==> src/common/rv32Pkg.sv <==
package rv32Pkg;

	typedef logic [31:0] dataWord;
	typedef logic [4:0] regIndex;
	typedef logic [3:0] byteMask;
	// Bit 1 address misaligned, bit 0 invalid instruction
	typedef logic [1:0] errorCode;

	typedef enum logic [1:0] {
		stateHalt = 2'b00,
		stateFetch = 2'b10,
		stateExecute = 2'b11
	} coreState;

	typedef enum logic [1:0] {
		phaseIdle,
		phaseFetch,
		phaseLoad,
		phaseStore
	} memPhase;

	typedef enum logic [3:0] {
		classLui,
		classAuipc,
		classJal,
		classJalr,
		classBranch,
		classLoad,
		classStore,
		classAluImm,
		classAlu,
		classFence,
		classInvalid
	} instrClass;

	typedef struct packed {
		instrClass kind;
		regIndex rd;
		regIndex rs1;
		regIndex rs2;
		logic [2:0] funct3;
		logic alt;
		dataWord imm;
	} decodedInstr;

	typedef struct packed {
		dataWord address;
		byteMask byteSelect;
		dataWord writeData;
		logic readEnable;
		logic writeEnable;
	} memRequest;

	typedef struct packed {
		logic run;
		logic writeEnable;
		byteMask byteSelect;
		logic [15:0] address;
		dataWord writeData;
	} mgmtRequest;

	localparam logic [1:0] mgmtAddressSystem = 2'b00;
	localparam logic [1:0] mgmtAddressRegisters = 2'b01;

	// Sub-offsets within the program counter block
	localparam logic [3:0] mgmtPcSet = 4'h0;
	localparam logic [3:0] mgmtPcJump = 4'h4;
	localparam logic [3:0] mgmtPcStep = 4'h8;

	localparam logic [6:0] opLui = 7'b0110111;
	localparam logic [6:0] opAuipc = 7'b0010111;
	localparam logic [6:0] opJal = 7'b1101111;
	localparam logic [6:0] opJalr = 7'b1100111;
	localparam logic [6:0] opBranch = 7'b1100011;
	localparam logic [6:0] opLoad = 7'b0000011;
	localparam logic [6:0] opStore = 7'b0100011;
	localparam logic [6:0] opAluImm = 7'b0010011;
	localparam logic [6:0] opAlu = 7'b0110011;
	localparam logic [6:0] opFence = 7'b0001111;

	function automatic logic mgmtIsPc(input logic [15:0] address);
		return address[15:14] == mgmtAddressSystem && address[13:4] == 10'h000;
	endfunction

	function automatic logic mgmtIsInstruction(input logic [15:0] address);
		return address[15:14] == mgmtAddressSystem && address[13:4] == 10'h001;
	endfunction

	function automatic logic mgmtIsClearError(input logic [15:0] address);
		return address[15:14] == mgmtAddressSystem && address[13:4] == 10'h002;
	endfunction

	function automatic logic mgmtIsRegister(input logic [15:0] address);
		return address[15:14] == mgmtAddressRegisters && address[13:7] == 7'h00;
	endfunction

	// Zero every byte lane whose select bit is low
	function automatic dataWord maskBytes(input dataWord value, input byteMask mask);
		dataWord masked;
		for (int i = 0; i < 4; i++)
			masked[8 * i +: 8] = mask[i] ? value[8 * i +: 8] : 8'h00;
		return masked;
	endfunction

endpackage

==> src/verilog/registerFile.sv <==
module registerFile
	import rv32Pkg::*;
(
	input logic clk,
	input mgmtRequest mgmt,
	input coreState state,
	input decodedInstr instr,
	input logic writeBack,
	input dataWord writeData,
	output dataWord rs1Value,
	output dataWord rs2Value,
	output dataWord mgmtValue
);

	dataWord registers [1:31];
	regIndex mgmtIndex;
	logic mgmtRegisterWrite;

	assign mgmtIndex = mgmt.address[6:2];
	assign mgmtRegisterWrite = !mgmt.run && mgmt.writeEnable && state == stateHalt
		&& mgmtIsRegister(mgmt.address) && mgmtIndex != '0;

	// Core writes only in execute and management only in halt
	always_ff @(posedge clk) begin
		if (writeBack)
			registers[instr.rd] <= writeData;
		else if (mgmtRegisterWrite)
			registers[mgmtIndex] <= mgmt.writeData;
	end

	assign rs1Value = instr.rs1 != '0 ? registers[instr.rs1] : '0;
	assign rs2Value = instr.rs2 != '0 ? registers[instr.rs2] : '0;
	assign mgmtValue = mgmtIndex != '0 ? registers[mgmtIndex] : '0;

endmodule

==> src/verilog/programCounter.sv <==
module programCounter
	import rv32Pkg::*;
#(
	parameter dataWord resetAddress = '0
)
(
	input logic clk,
	input logic rst,
	input mgmtRequest mgmt,
	input coreState state,
	input decodedInstr instr,
	input dataWord rs1Value,
	input logic takeBranch,
	input logic advance,
	output dataWord pc,
	output dataWord link,
	output logic jumpMisaligned
);

	logic mgmtPcWrite;
	logic isJump;
	dataWord targetBase;
	dataWord target;
	dataWord nextPc;
	dataWord mgmtJumpTarget;

	assign mgmtPcWrite = !mgmt.run && mgmt.writeEnable && state == stateHalt
		&& mgmtIsPc(mgmt.address);

	assign link = pc + 32'd4;

	// The decoder already picked the J, I or B immediate for the class
	assign targetBase = instr.kind == classJalr ? rs1Value : pc;
	assign target = targetBase + instr.imm;
	assign isJump = instr.kind == classJal || instr.kind == classJalr
		|| (instr.kind == classBranch && takeBranch);
	assign nextPc = isJump ? {target[31:1], 1'b0} : link;
	assign jumpMisaligned = isJump && target[1];

	assign mgmtJumpTarget = pc + mgmt.writeData;

	always_ff @(posedge clk) begin
		if (rst)
			pc <= resetAddress;
		else if (advance)
			pc <= nextPc;
		else if (mgmtPcWrite && mgmt.address[3:0] == mgmtPcSet)
			pc <= {mgmt.writeData[31:1], 1'b0};
		else if (mgmtPcWrite && mgmt.address[3:0] == mgmtPcJump)
			pc <= {mgmtJumpTarget[31:1], 1'b0};
	end

endmodule

==> src/verilog/coreControl.sv <==
module coreControl
	import rv32Pkg::*;
(
	input logic clk,
	input logic rst,
	input mgmtRequest mgmt,
	input decodedInstr instr,
	input logic accessDone,
	input logic misaligned,
	input logic jumpMisaligned,
	input dataWord pc,
	input dataWord raw,
	input dataWord mgmtValue,
	output coreState state,
	output errorCode error,
	output memPhase phase,
	output logic loadInstruction,
	output logic writeBack,
	output logic advance,
	output dataWord mgmtReadData
);

	logic mgmtWrite;
	logic mgmtRead;
	logic stepWrite;
	logic clearErrorWrite;
	logic isMemoryOp;
	logic invalid;
	logic fault;
	logic complete;
	logic writesRd;
	dataWord readValue;

	assign mgmtWrite = !mgmt.run && mgmt.writeEnable && state == stateHalt;
	assign mgmtRead = !mgmt.run && !mgmt.writeEnable;
	assign stepWrite = mgmtWrite && mgmtIsPc(mgmt.address) && mgmt.address[3:0] == mgmtPcStep;
	assign clearErrorWrite = mgmtWrite && mgmtIsClearError(mgmt.address);

	assign isMemoryOp = instr.kind == classLoad || instr.kind == classStore;
	assign invalid = instr.kind == classInvalid;
	assign fault = invalid || misaligned || jumpMisaligned;
	// Loads and stores wait for the memory, everything else takes one cycle
	assign complete = !isMemoryOp || accessDone;
	assign writesRd = instr.kind inside {classLui, classAuipc, classJal, classJalr,
		classLoad, classAluImm, classAlu};

	always_comb begin
		phase = phaseIdle;
		if (state == stateFetch)
			phase = phaseFetch;
		else if (state == stateExecute && instr.kind == classLoad)
			phase = phaseLoad;
		else if (state == stateExecute && instr.kind == classStore)
			phase = phaseStore;
	end

	assign loadInstruction = state == stateFetch && accessDone;
	assign advance = state == stateExecute && !fault && complete;
	assign writeBack = advance && writesRd && instr.rd != '0;

	always_ff @(posedge clk) begin
		if (rst) begin
			state <= stateHalt;
			error <= '0;
		end else begin
			case (state)
				stateHalt: begin
					if ((mgmt.run || stepWrite) && error == '0)
						state <= stateFetch;
					else if (clearErrorWrite)
						error <= '0;
				end
				stateFetch: begin
					if (misaligned) begin
						error <= 2'b10;
						state <= stateHalt;
					end else if (accessDone) begin
						state <= stateExecute;
					end
				end
				stateExecute: begin
					if (fault) begin
						error <= {misaligned || jumpMisaligned, invalid};
						state <= stateHalt;
					end else if (complete) begin
						state <= mgmt.run ? stateFetch : stateHalt;
					end
				end
				default: state <= stateHalt;
			endcase
		end
	end

	// Management read back
	always_comb begin
		readValue = '0;
		if (mgmtRead) begin
			if (mgmtIsPc(mgmt.address))
				readValue = pc;
			else if (mgmtIsInstruction(mgmt.address))
				readValue = raw;
			else if (mgmtIsRegister(mgmt.address))
				readValue = mgmtValue;
		end
	end

	assign mgmtReadData = maskBytes(readValue, mgmt.byteSelect);

endmodule

==> src/verilog/loadStoreUnit.sv <==
module loadStoreUnit
	import rv32Pkg::*;
(
	input memPhase phase,
	input dataWord pc,
	input dataWord sum,
	input logic [2:0] funct3,
	input dataWord rs2Value,
	input dataWord memoryDataRead,
	input logic memoryBusy,
	output memRequest memoryRequest,
	output dataWord loadData,
	output logic accessDone,
	output logic misaligned
);

	dataWord address;
	byteMask baseMask;
	logic [6:0] shiftedMask;
	logic active;
	logic [4:0] laneShift;
	dataWord laneData;
	logic signBit;

	assign address = phase == phaseFetch ? pc : sum;

	always_comb begin
		baseMask = 4'b0000;
		if (phase == phaseFetch) begin
			baseMask = 4'b1111;
		end else if (phase == phaseLoad || phase == phaseStore) begin
			case (funct3[1:0])
				2'b00: baseMask = 4'b0001;
				2'b01: baseMask = 4'b0011;
				2'b10: baseMask = 4'b1111;
				default: baseMask = 4'b0000;
			endcase
		end
	end

	// Lanes pushed past bit 3 cross the word boundary
	assign shiftedMask = {3'b000, baseMask} << address[1:0];
	assign misaligned = |shiftedMask[6:4];
	assign active = phase != phaseIdle && !misaligned;
	assign laneShift = {address[1:0], 3'b000};

	always_comb begin
		memoryRequest = '0;
		if (active) begin
			memoryRequest.address = {address[31:2], 2'b00};
			memoryRequest.byteSelect = shiftedMask[3:0];
			memoryRequest.readEnable = phase != phaseStore;
			if (phase == phaseStore) begin
				memoryRequest.writeEnable = 1'b1;
				memoryRequest.writeData = maskBytes(rs2Value << laneShift, shiftedMask[3:0]);
			end
		end
	end

	assign accessDone = (memoryRequest.readEnable || memoryRequest.writeEnable) && !memoryBusy;

	// Bring the addressed lane down to bit 0
	assign laneData = memoryDataRead >> laneShift;
	assign signBit = !funct3[2] && (funct3[0] ? laneData[15] : laneData[7]);

	always_comb begin
		case (funct3[1:0])
			2'b00: loadData = {{24{signBit}}, laneData[7:0]};
			2'b01: loadData = {{16{signBit}}, laneData[15:0]};
			default: loadData = memoryDataRead;
		endcase
		// Instruction fetch ignores funct3 of the previous instruction
		if (phase == phaseFetch)
			loadData = memoryDataRead;
	end

endmodule

==> src/execute/instructionDecode.sv <==
module instructionDecode
	import rv32Pkg::*;
(
	input logic clk,
	input logic rst,
	input logic loadInstruction,
	input dataWord fetchData,
	output decodedInstr instr,
	output dataWord raw
);

	dataWord ir;
	logic [6:0] opcode;
	logic [2:0] funct3;
	logic [6:0] funct7;
	logic shiftImmValid;
	instrClass kind;
	dataWord immI;
	dataWord immS;
	dataWord immB;
	dataWord immU;
	dataWord immJ;

	always_ff @(posedge clk) begin
		if (rst)
			ir <= '0;
		else if (loadInstruction)
			ir <= fetchData;
	end

	assign raw = ir;
	assign opcode = ir[6:0];
	assign funct3 = ir[14:12];
	assign funct7 = ir[31:25];

	assign immI = {{20{ir[31]}}, ir[31:20]};
	assign immS = {{20{ir[31]}}, ir[31:25], ir[11:7]};
	assign immB = {{19{ir[31]}}, ir[31], ir[7], ir[30:25], ir[11:8], 1'b0};
	assign immU = {ir[31:12], 12'h000};
	assign immJ = {{11{ir[31]}}, ir[31], ir[19:12], ir[20], ir[30:21], 1'b0};

	// Immediate shifts only allow SRAI as the alternate form
	assign shiftImmValid = funct3 == 3'b001 ? funct7 == 7'b0000000
		: funct3 == 3'b101 ? (funct7 == 7'b0000000 || funct7 == 7'b0100000)
		: 1'b1;

	// Anything unmatched, system opcodes and compressed forms included, is invalid
	always_comb begin
		kind = classInvalid;
		case (opcode)
			opLui: kind = classLui;
			opAuipc: kind = classAuipc;
			opJal: kind = classJal;
			opJalr: if (funct3 == 3'b000) kind = classJalr;
			opBranch: if (funct3[2:1] != 2'b01) kind = classBranch;
			opLoad: if (funct3 != 3'b011 && funct3[2:1] != 2'b11) kind = classLoad;
			opStore: if (!funct3[2] && funct3[1:0] != 2'b11) kind = classStore;
			opAluImm: if (shiftImmValid) kind = classAluImm;
			opAlu: begin
				if (funct7 == 7'b0000000
					|| (funct7 == 7'b0100000 && (funct3 == 3'b000 || funct3 == 3'b101)))
					kind = classAlu;
			end
			opFence: if (funct3 == 3'b000) kind = classFence;
			default: kind = classInvalid;
		endcase
	end

	always_comb begin
		instr.kind = kind;
		instr.rd = ir[11:7];
		instr.rs1 = ir[19:15];
		instr.rs2 = ir[24:20];
		instr.funct3 = funct3;
		// Subtract or arithmetic right shift
		instr.alt = funct7 == 7'b0100000
			&& (kind == classAlu || (kind == classAluImm && funct3 == 3'b101));
		case (kind)
			classStore: instr.imm = immS;
			classBranch: instr.imm = immB;
			classLui, classAuipc: instr.imm = immU;
			classJal: instr.imm = immJ;
			default: instr.imm = immI;
		endcase
	end

endmodule

==> src/execute/alu.sv <==
module alu
	import rv32Pkg::*;
(
	input decodedInstr instr,
	input dataWord pc,
	input dataWord rs1Value,
	input dataWord rs2Value,
	input dataWord link,
	input dataWord loadData,
	output dataWord sum,
	output dataWord writeData,
	output logic takeBranch
);

	dataWord inputA;
	dataWord inputB;
	logic [32:0] difference;
	logic equal;
	logic lessThan;
	logic lessThanUnsigned;
	logic isLeftShift;
	dataWord shiftIn;
	logic signed [32:0] shiftExtended;
	logic [32:0] shifted;
	dataWord aluValue;

	function automatic dataWord reverseBits(input dataWord value);
		dataWord reversed;
		for (int i = 0; i < 32; i++)
			reversed[i] = value[31 - i];
		return reversed;
	endfunction

	assign inputA = instr.kind == classAuipc ? pc : rs1Value;
	assign inputB = instr.kind inside {classAuipc, classAluImm, classLoad, classStore}
		? instr.imm : rs2Value;

	assign sum = inputA + inputB;
	assign difference = {1'b0, inputA} - {1'b0, inputB};
	assign equal = difference[31:0] == '0;
	assign lessThan = inputA[31] ^ inputB[31] ? inputA[31] : difference[32];
	assign lessThanUnsigned = difference[32];

	// Left shifts run through the right shifter on reversed bits
	assign isLeftShift = instr.funct3 == 3'b001;
	assign shiftIn = isLeftShift ? reverseBits(inputA) : inputA;
	assign shiftExtended = {instr.alt && !isLeftShift && shiftIn[31], shiftIn};
	assign shifted = shiftExtended >>> inputB[4:0];

	always_comb begin
		case (instr.funct3)
			3'b000: aluValue = instr.alt ? difference[31:0] : sum;
			3'b001: aluValue = reverseBits(shifted[31:0]);
			3'b010: aluValue = {31'b0, lessThan};
			3'b011: aluValue = {31'b0, lessThanUnsigned};
			3'b100: aluValue = inputA ^ inputB;
			3'b101: aluValue = shifted[31:0];
			3'b110: aluValue = inputA | inputB;
			default: aluValue = inputA & inputB;
		endcase
	end

	always_comb begin
		takeBranch = 1'b0;
		if (instr.kind == classBranch) begin
			case (instr.funct3)
				3'b000: takeBranch = equal;
				3'b001: takeBranch = !equal;
				3'b100: takeBranch = lessThan;
				3'b101: takeBranch = !lessThan;
				3'b110: takeBranch = lessThanUnsigned;
				3'b111: takeBranch = !lessThanUnsigned;
				default: takeBranch = 1'b0;
			endcase
		end
	end

	always_comb begin
		case (instr.kind)
			classLui: writeData = instr.imm;
			classAuipc: writeData = sum;
			classJal, classJalr: writeData = link;
			classLoad: writeData = loadData;
			classAluImm, classAlu: writeData = aluValue;
			default: writeData = '0;
		endcase
	end

endmodule

==> src/verilog/rv32iCore.sv <==
module rv32iCore
	import rv32Pkg::*;
#(
	parameter dataWord resetAddress = '0
)
(
	input logic clk,
	input logic rst,
	input mgmtRequest mgmt,
	output dataWord mgmtReadData,
	output memRequest memoryRequest,
	input dataWord memoryDataRead,
	input logic memoryBusy,
	output coreState state,
	output errorCode error
);

	memPhase phase;
	logic loadInstruction;
	logic writeBack;
	logic advance;
	decodedInstr instr;
	dataWord raw;
	dataWord pc;
	dataWord link;
	logic jumpMisaligned;
	dataWord rs1Value;
	dataWord rs2Value;
	dataWord mgmtValue;
	dataWord sum;
	dataWord writeData;
	logic takeBranch;
	dataWord loadData;
	logic accessDone;
	logic misaligned;

	coreControl control (
		.clk(clk),
		.rst(rst),
		.mgmt(mgmt),
		.instr(instr),
		.accessDone(accessDone),
		.misaligned(misaligned),
		.jumpMisaligned(jumpMisaligned),
		.pc(pc),
		.raw(raw),
		.mgmtValue(mgmtValue),
		.state(state),
		.error(error),
		.phase(phase),
		.loadInstruction(loadInstruction),
		.writeBack(writeBack),
		.advance(advance),
		.mgmtReadData(mgmtReadData)
	);

	programCounter #(
		.resetAddress(resetAddress)
	) programCount (
		.clk(clk),
		.rst(rst),
		.mgmt(mgmt),
		.state(state),
		.instr(instr),
		.rs1Value(rs1Value),
		.takeBranch(takeBranch),
		.advance(advance),
		.pc(pc),
		.link(link),
		.jumpMisaligned(jumpMisaligned)
	);

	registerFile registers (
		.clk(clk),
		.mgmt(mgmt),
		.state(state),
		.instr(instr),
		.writeBack(writeBack),
		.writeData(writeData),
		.rs1Value(rs1Value),
		.rs2Value(rs2Value),
		.mgmtValue(mgmtValue)
	);

	instructionDecode decode (
		.clk(clk),
		.rst(rst),
		.loadInstruction(loadInstruction),
		.fetchData(loadData),
		.instr(instr),
		.raw(raw)
	);

	alu execute (
		.instr(instr),
		.pc(pc),
		.rs1Value(rs1Value),
		.rs2Value(rs2Value),
		.link(link),
		.loadData(loadData),
		.sum(sum),
		.writeData(writeData),
		.takeBranch(takeBranch)
	);

	loadStoreUnit memoryAccess (
		.phase(phase),
		.pc(pc),
		.sum(sum),
		.funct3(instr.funct3),
		.rs2Value(rs2Value),
		.memoryDataRead(memoryDataRead),
		.memoryBusy(memoryBusy),
		.memoryRequest(memoryRequest),
		.loadData(loadData),
		.accessDone(accessDone),
		.misaligned(misaligned)
	);

endmodule

==> config.mk <==
export PLATFORM = sky130hd
export DESIGN_NAME = rv32iCore
export DESIGN_NICKNAME = d
export VERILOG_FILES = /design/src/common/rv32Pkg.sv /design/src/verilog/registerFile.sv /design/src/verilog/programCounter.sv /design/src/verilog/coreControl.sv /design/src/verilog/loadStoreUnit.sv /design/src/execute/instructionDecode.sv /design/src/execute/alu.sv /design/src/verilog/rv32iCore.sv
export SDC_FILE = /design/constraint.sdc
export NUM_CORES = 2
export LEC_CHECK = 0
export BUFFER_PORTS_ARGS = -buffer_cell sky130_fd_sc_hd__buf_2
export CORE_MARGIN = 1.5
export CORE_UTILIZATION = 50
export DETAILED_ROUTE_END_ITERATION = 8
export PLACE_DENSITY = 0.66
export SYNTH_ARGS = -nofsm -noshare
export SYNTH_HDL_FRONTEND = slang
export SYNTH_SLANG_ARGS = --single-unit
==> constraint.sdc <==
create_clock -name clk -period 8.9 [get_ports clk]
set_input_delay 1.78 -clock clk [delete_from_list [all_inputs] [get_ports clk]]
set_output_delay 1.78 -clock clk [all_outputs]
set_load 0.005 [all_outputs]
==> metrics <==
r2r worst-path depth 31; P_int 0.0103 W; clk sinks 1069; mux share of post-synthesis cell area between 20% and 30%; most common cell in the netlist edfxtp_1; Skew-Pair Late Insertion Delay 0.80 ns; TritonCTS clock tree built; largest net degree at the start of global routing 72; CTS Buf Count about 110; critical path class reg -> out; status finished, violations left; post-synth top area share 39.9%; root buffer cell clkbuf_16; share of cells above drive strength 1 30.8%; period utilisation layout 100%; CP startpoint kind flip-flop; Comb pwr share 40.8%; Seq pwr share 32.0%; max-cap viol count 1; Cells after Synth 6212; Synth area leader edfxtp_1; Max VDD drop 0.000212 V; H-tree depth 3; PwrDens 197 nW/um^2; Reg area 31400 sq um; core outline area 148000 sq um; Worst Hold Depth 2; CP arrival 7.12 ns; footprint of the multi-input gates 41300 sq um; Clock transition at path regs 0.07 ns; die height 390 um; setup ws final 0.00104 ns; pins over their slew limit 5; Worst Path Required ~7.1 ns; initial core utilization 50.5%; DRC Markers 0; Post-Route WL 383000 um; mapped cell area 74700 sq um; syn_area_per_cell 12.0 sq um; row count roughly 140; GPL Wtd Cong 1.10; Setup Skew 0.109 ns; Hold-fix buffers, CTS 0; Max FO, Critical Path 15; hold_sp programCount.pc[15]; Crit Reg-Reg Endpoint registers.registers[12][2]; xor/xnor share of the synthesized area 1.64%; TritonRoute pass-1 iters 6; number of global-route vias before repair 62457; Place WS -0.120 ns; all-layer global routing usage ~50%; synth cell count leaders 992 x edfxtp_1, 742 x mux4_2, 555 x nand2_1; Hold Path Class reg -> reg; clock power share 27.2%; Final Critical Period 8.90 ns; DP HPWL 278000 um; Cell Area, Placed 82800 sq um; die area 152000 sq um; Area Overhead vs Synth 16.8%; Synth Area in Compound Gates 13.2%; EDFF count, synth 992; switching share of power 39.9%; via/cell ratio between 7 and 8; Synth Warn # 0; Synth Area in Adders 2.79%; number of port buffers 192; Post-DRT Antenna Nets 0; reg-to-reg slack, setup 0.31 ns; max frequency around 110 MHz; Final Setup Violations 0; failing checks capacitance limit, slew limit; DR iter-0 viols between 10000 and 15000; main combinational cell family by area after synthesis multiplexers; Nets 6940; Hold Slack 0.481 ns; Slew HR -2.16%; initial antenna violation count 31; first-pass GRT wire length 517000 um; count of cell types in the netlist 105; Primary FF master, synth edfxtp_1; worst flop-to-flop path startpoint decode.raw[27]; simple-gate share of the synthesized area 8.72%; Die Wd around 390 um; Design Area, Final 87300 sq um; Tightest Pin Transition 1.53 ns; I/O pin count 195; top cells by area, synth edfxtp_1 40%, mux4_2 22%, mux2i_1 4.5%; register area share after synthesis 41.9%; RSZ-0062 raised after global routing true; switching power 0.00685 W; gr ovfl total 0; synthesized flop and latch total around 1100; fillcell total 11695; hold path endpoint programCount.pc[15]; Worst setup EP type output port; final hold viol count 0; asr flop ratio synth 0%; Bufs on Longest Clock Path 3; detailed-route via count 65857; Leak Pwr 27.7 nW; drt wl/cell 43.9 um
stage by stage:
step	cells	TNS [ns]	total power [W]	util, %
2_1_floorplan	6213	0	0.00883	-
3_3_place_gp	8461	-0.311	0.0122	55.9
3_5_place_dp	8462	-0.129	0.0122	55.9
4_1_cts	8685	0	0.0168	58.7
5_1_grt	8709	-0.00552	0.0175	58.9
6_report	8723	0	0.0172	59.0
logic make-up (layout without fill, tap and decap cells):
logic type / count (synthesis) / in the layout
AO/OA/AOI/OAI: 1519 / 1519
XOR/XNOR: 140 / 140
adder cells (fa/ha/maj): 165 / 165
buffers and inverters: 699 / 1261
flip-flops: 1069 / 1069
multiplexers: 1145 / 1145
other: 1 / 20
AND/OR/NAND/NOR: 1474 / 1474
cell usage in the layout, fill, tap and decap left out, types with 25 or more instances in the layout:
| cell type | netlist | layout |
|---|---|---|
| xnor2_1 | 113 | 113 |
| nor2b_1 | 33 | 30 |
| mux4_2 | 742 | 742 |
| nor3_1 | 78 | 73 |
| dfxtp_1 | 77 | 65 |
| and3_1 | 37 | 36 |
| o22ai_1 | 39 | 35 |
| buf_4 | 23 | 584 |
| mux2_2 | 66 | 66 |
| a31oi_1 | 84 | 82 |
| xor2_1 | 27 | 27 |
| a21oi_1 | 449 | 440 |
| o31ai_1 | 31 | 30 |
| o211ai_1 | 39 | 39 |
| a22oi_1 | 154 | 152 |
| nand3_1 | 85 | 85 |
| buf_12 | 0 | 111 |
| nand2_1 | 555 | 553 |
| clkbuf_16 | 0 | 113 |
| a21o_1 | 67 | 67 |
| nor2_1 | 496 | 452 |
| a221oi_1 | 26 | 26 |
| or2_2 | 27 | 27 |
| o21ai_0 | 281 | 259 |
| buf_2 | 97 | 188 |
| clkinv_1 | 2 | 25 |
| and2_1 | 31 | 28 |
| a211oi_1 | 98 | 95 |
| mux2i_1 | 335 | 331 |
| nor2_4 | 0 | 36 |
| edfxtp_1 | 992 | 992 |
| inv_1 | 151 | 151 |
| ha_1 | 161 | 158 |
worst max-delay path, stage by stage, from the launching register on:
cell and delay (ns):
dfxtp_1 0.74, and3b_2 0.87, a22o_1 0.24, a31oi_1 0.06, o311a_1 0.20, or2_2 0.37, o21ai_0 0.50, ha_1 0.42
inv_1 0.13, a211oi_1 0.07, a221o_1 0.36, a22o_1 0.23, a311oi_2 0.27, buf_4 0.16, o21ai_1 0.06, a311o_1 0.30
a21o_1 0.18, a21oi_2 0.15, o21bai_1 0.11, a21oi_1 0.19, xnor2_1 0.22, nand2_1 0.20, a21oi_2 0.21, buf_2 0.15
layout make-up:
cell class	count	share of cell area [%]
Tap cell	1930	2.77
Timing Repair Buffer	904	9.13
Clock buffer	119	3.17
Multi-Input combinational cell	4445	47.3
Inverter	158	0.685
Sequential cell	1069	35.9
Antenna cell	18	0.0516
Clock inverter	80	0.953
registers in the layout, indices dropped and copies added (netlist names), named ones only:
name / flops
control.error: 2
control.state: 2
decode.raw: 32
programCount.pc: 31
registers.registers: 992
per-layer routing:
| metal | vias to the layer above | share of wire, % | track usage (%) |
|---|---|---|---|
| met1 | 32453 | 33 | 60.2 |
| met4 | 22 | 10 | 40.0 |
| met3 | 1487 | 14 | 15.6 |
| met5 | - | 0.041 | 0 |
| li1 | 25665 | - | - |
| met2 | 6230 | 43 | 73.6 |
how the worst max path moves through the flow:
stage	startpoint	to	slack, ns	depth (start not counted)
finish	flip-flop	memoryRequest[68]	0.001	23
global placement	decode.raw[27]	memoryRequest[68]	-0.22	27
CTS	flip-flop	memoryRequest[68]	0.001	26
detailed placement	decode.raw[27]	memoryRequest[68]	-0.12	27
floorplan	flip-flop	registers.registers[25][0]	0.23	28
global route	decode.raw[27]	memoryRequest[68]	-0.004	27
repair_timing:
action                     4_1_cts  5_1_grt
cloned                           1        4
gates resized for setup         33       45
setup endpoints to repair        8       18
pin swaps                       10       21
buffers inserted                23       16
power by group through the flow:
stage | Clock, W | Sequential (W) | Combinational (W)
3_5_place_dp | 0 | 0.00562 | 0.00657
5_1_grt | 0.00483 | 0.00549 | 0.00713
3_3_place_gp | 0 | 0.00562 | 0.00659
6_report | 0.00467 | 0.00550 | 0.00700
4_1_cts | 0.00465 | 0.00550 | 0.00667
2_1_floorplan | 0 | 0.00556 | 0.00327
(Power assumes the default switching activity.)
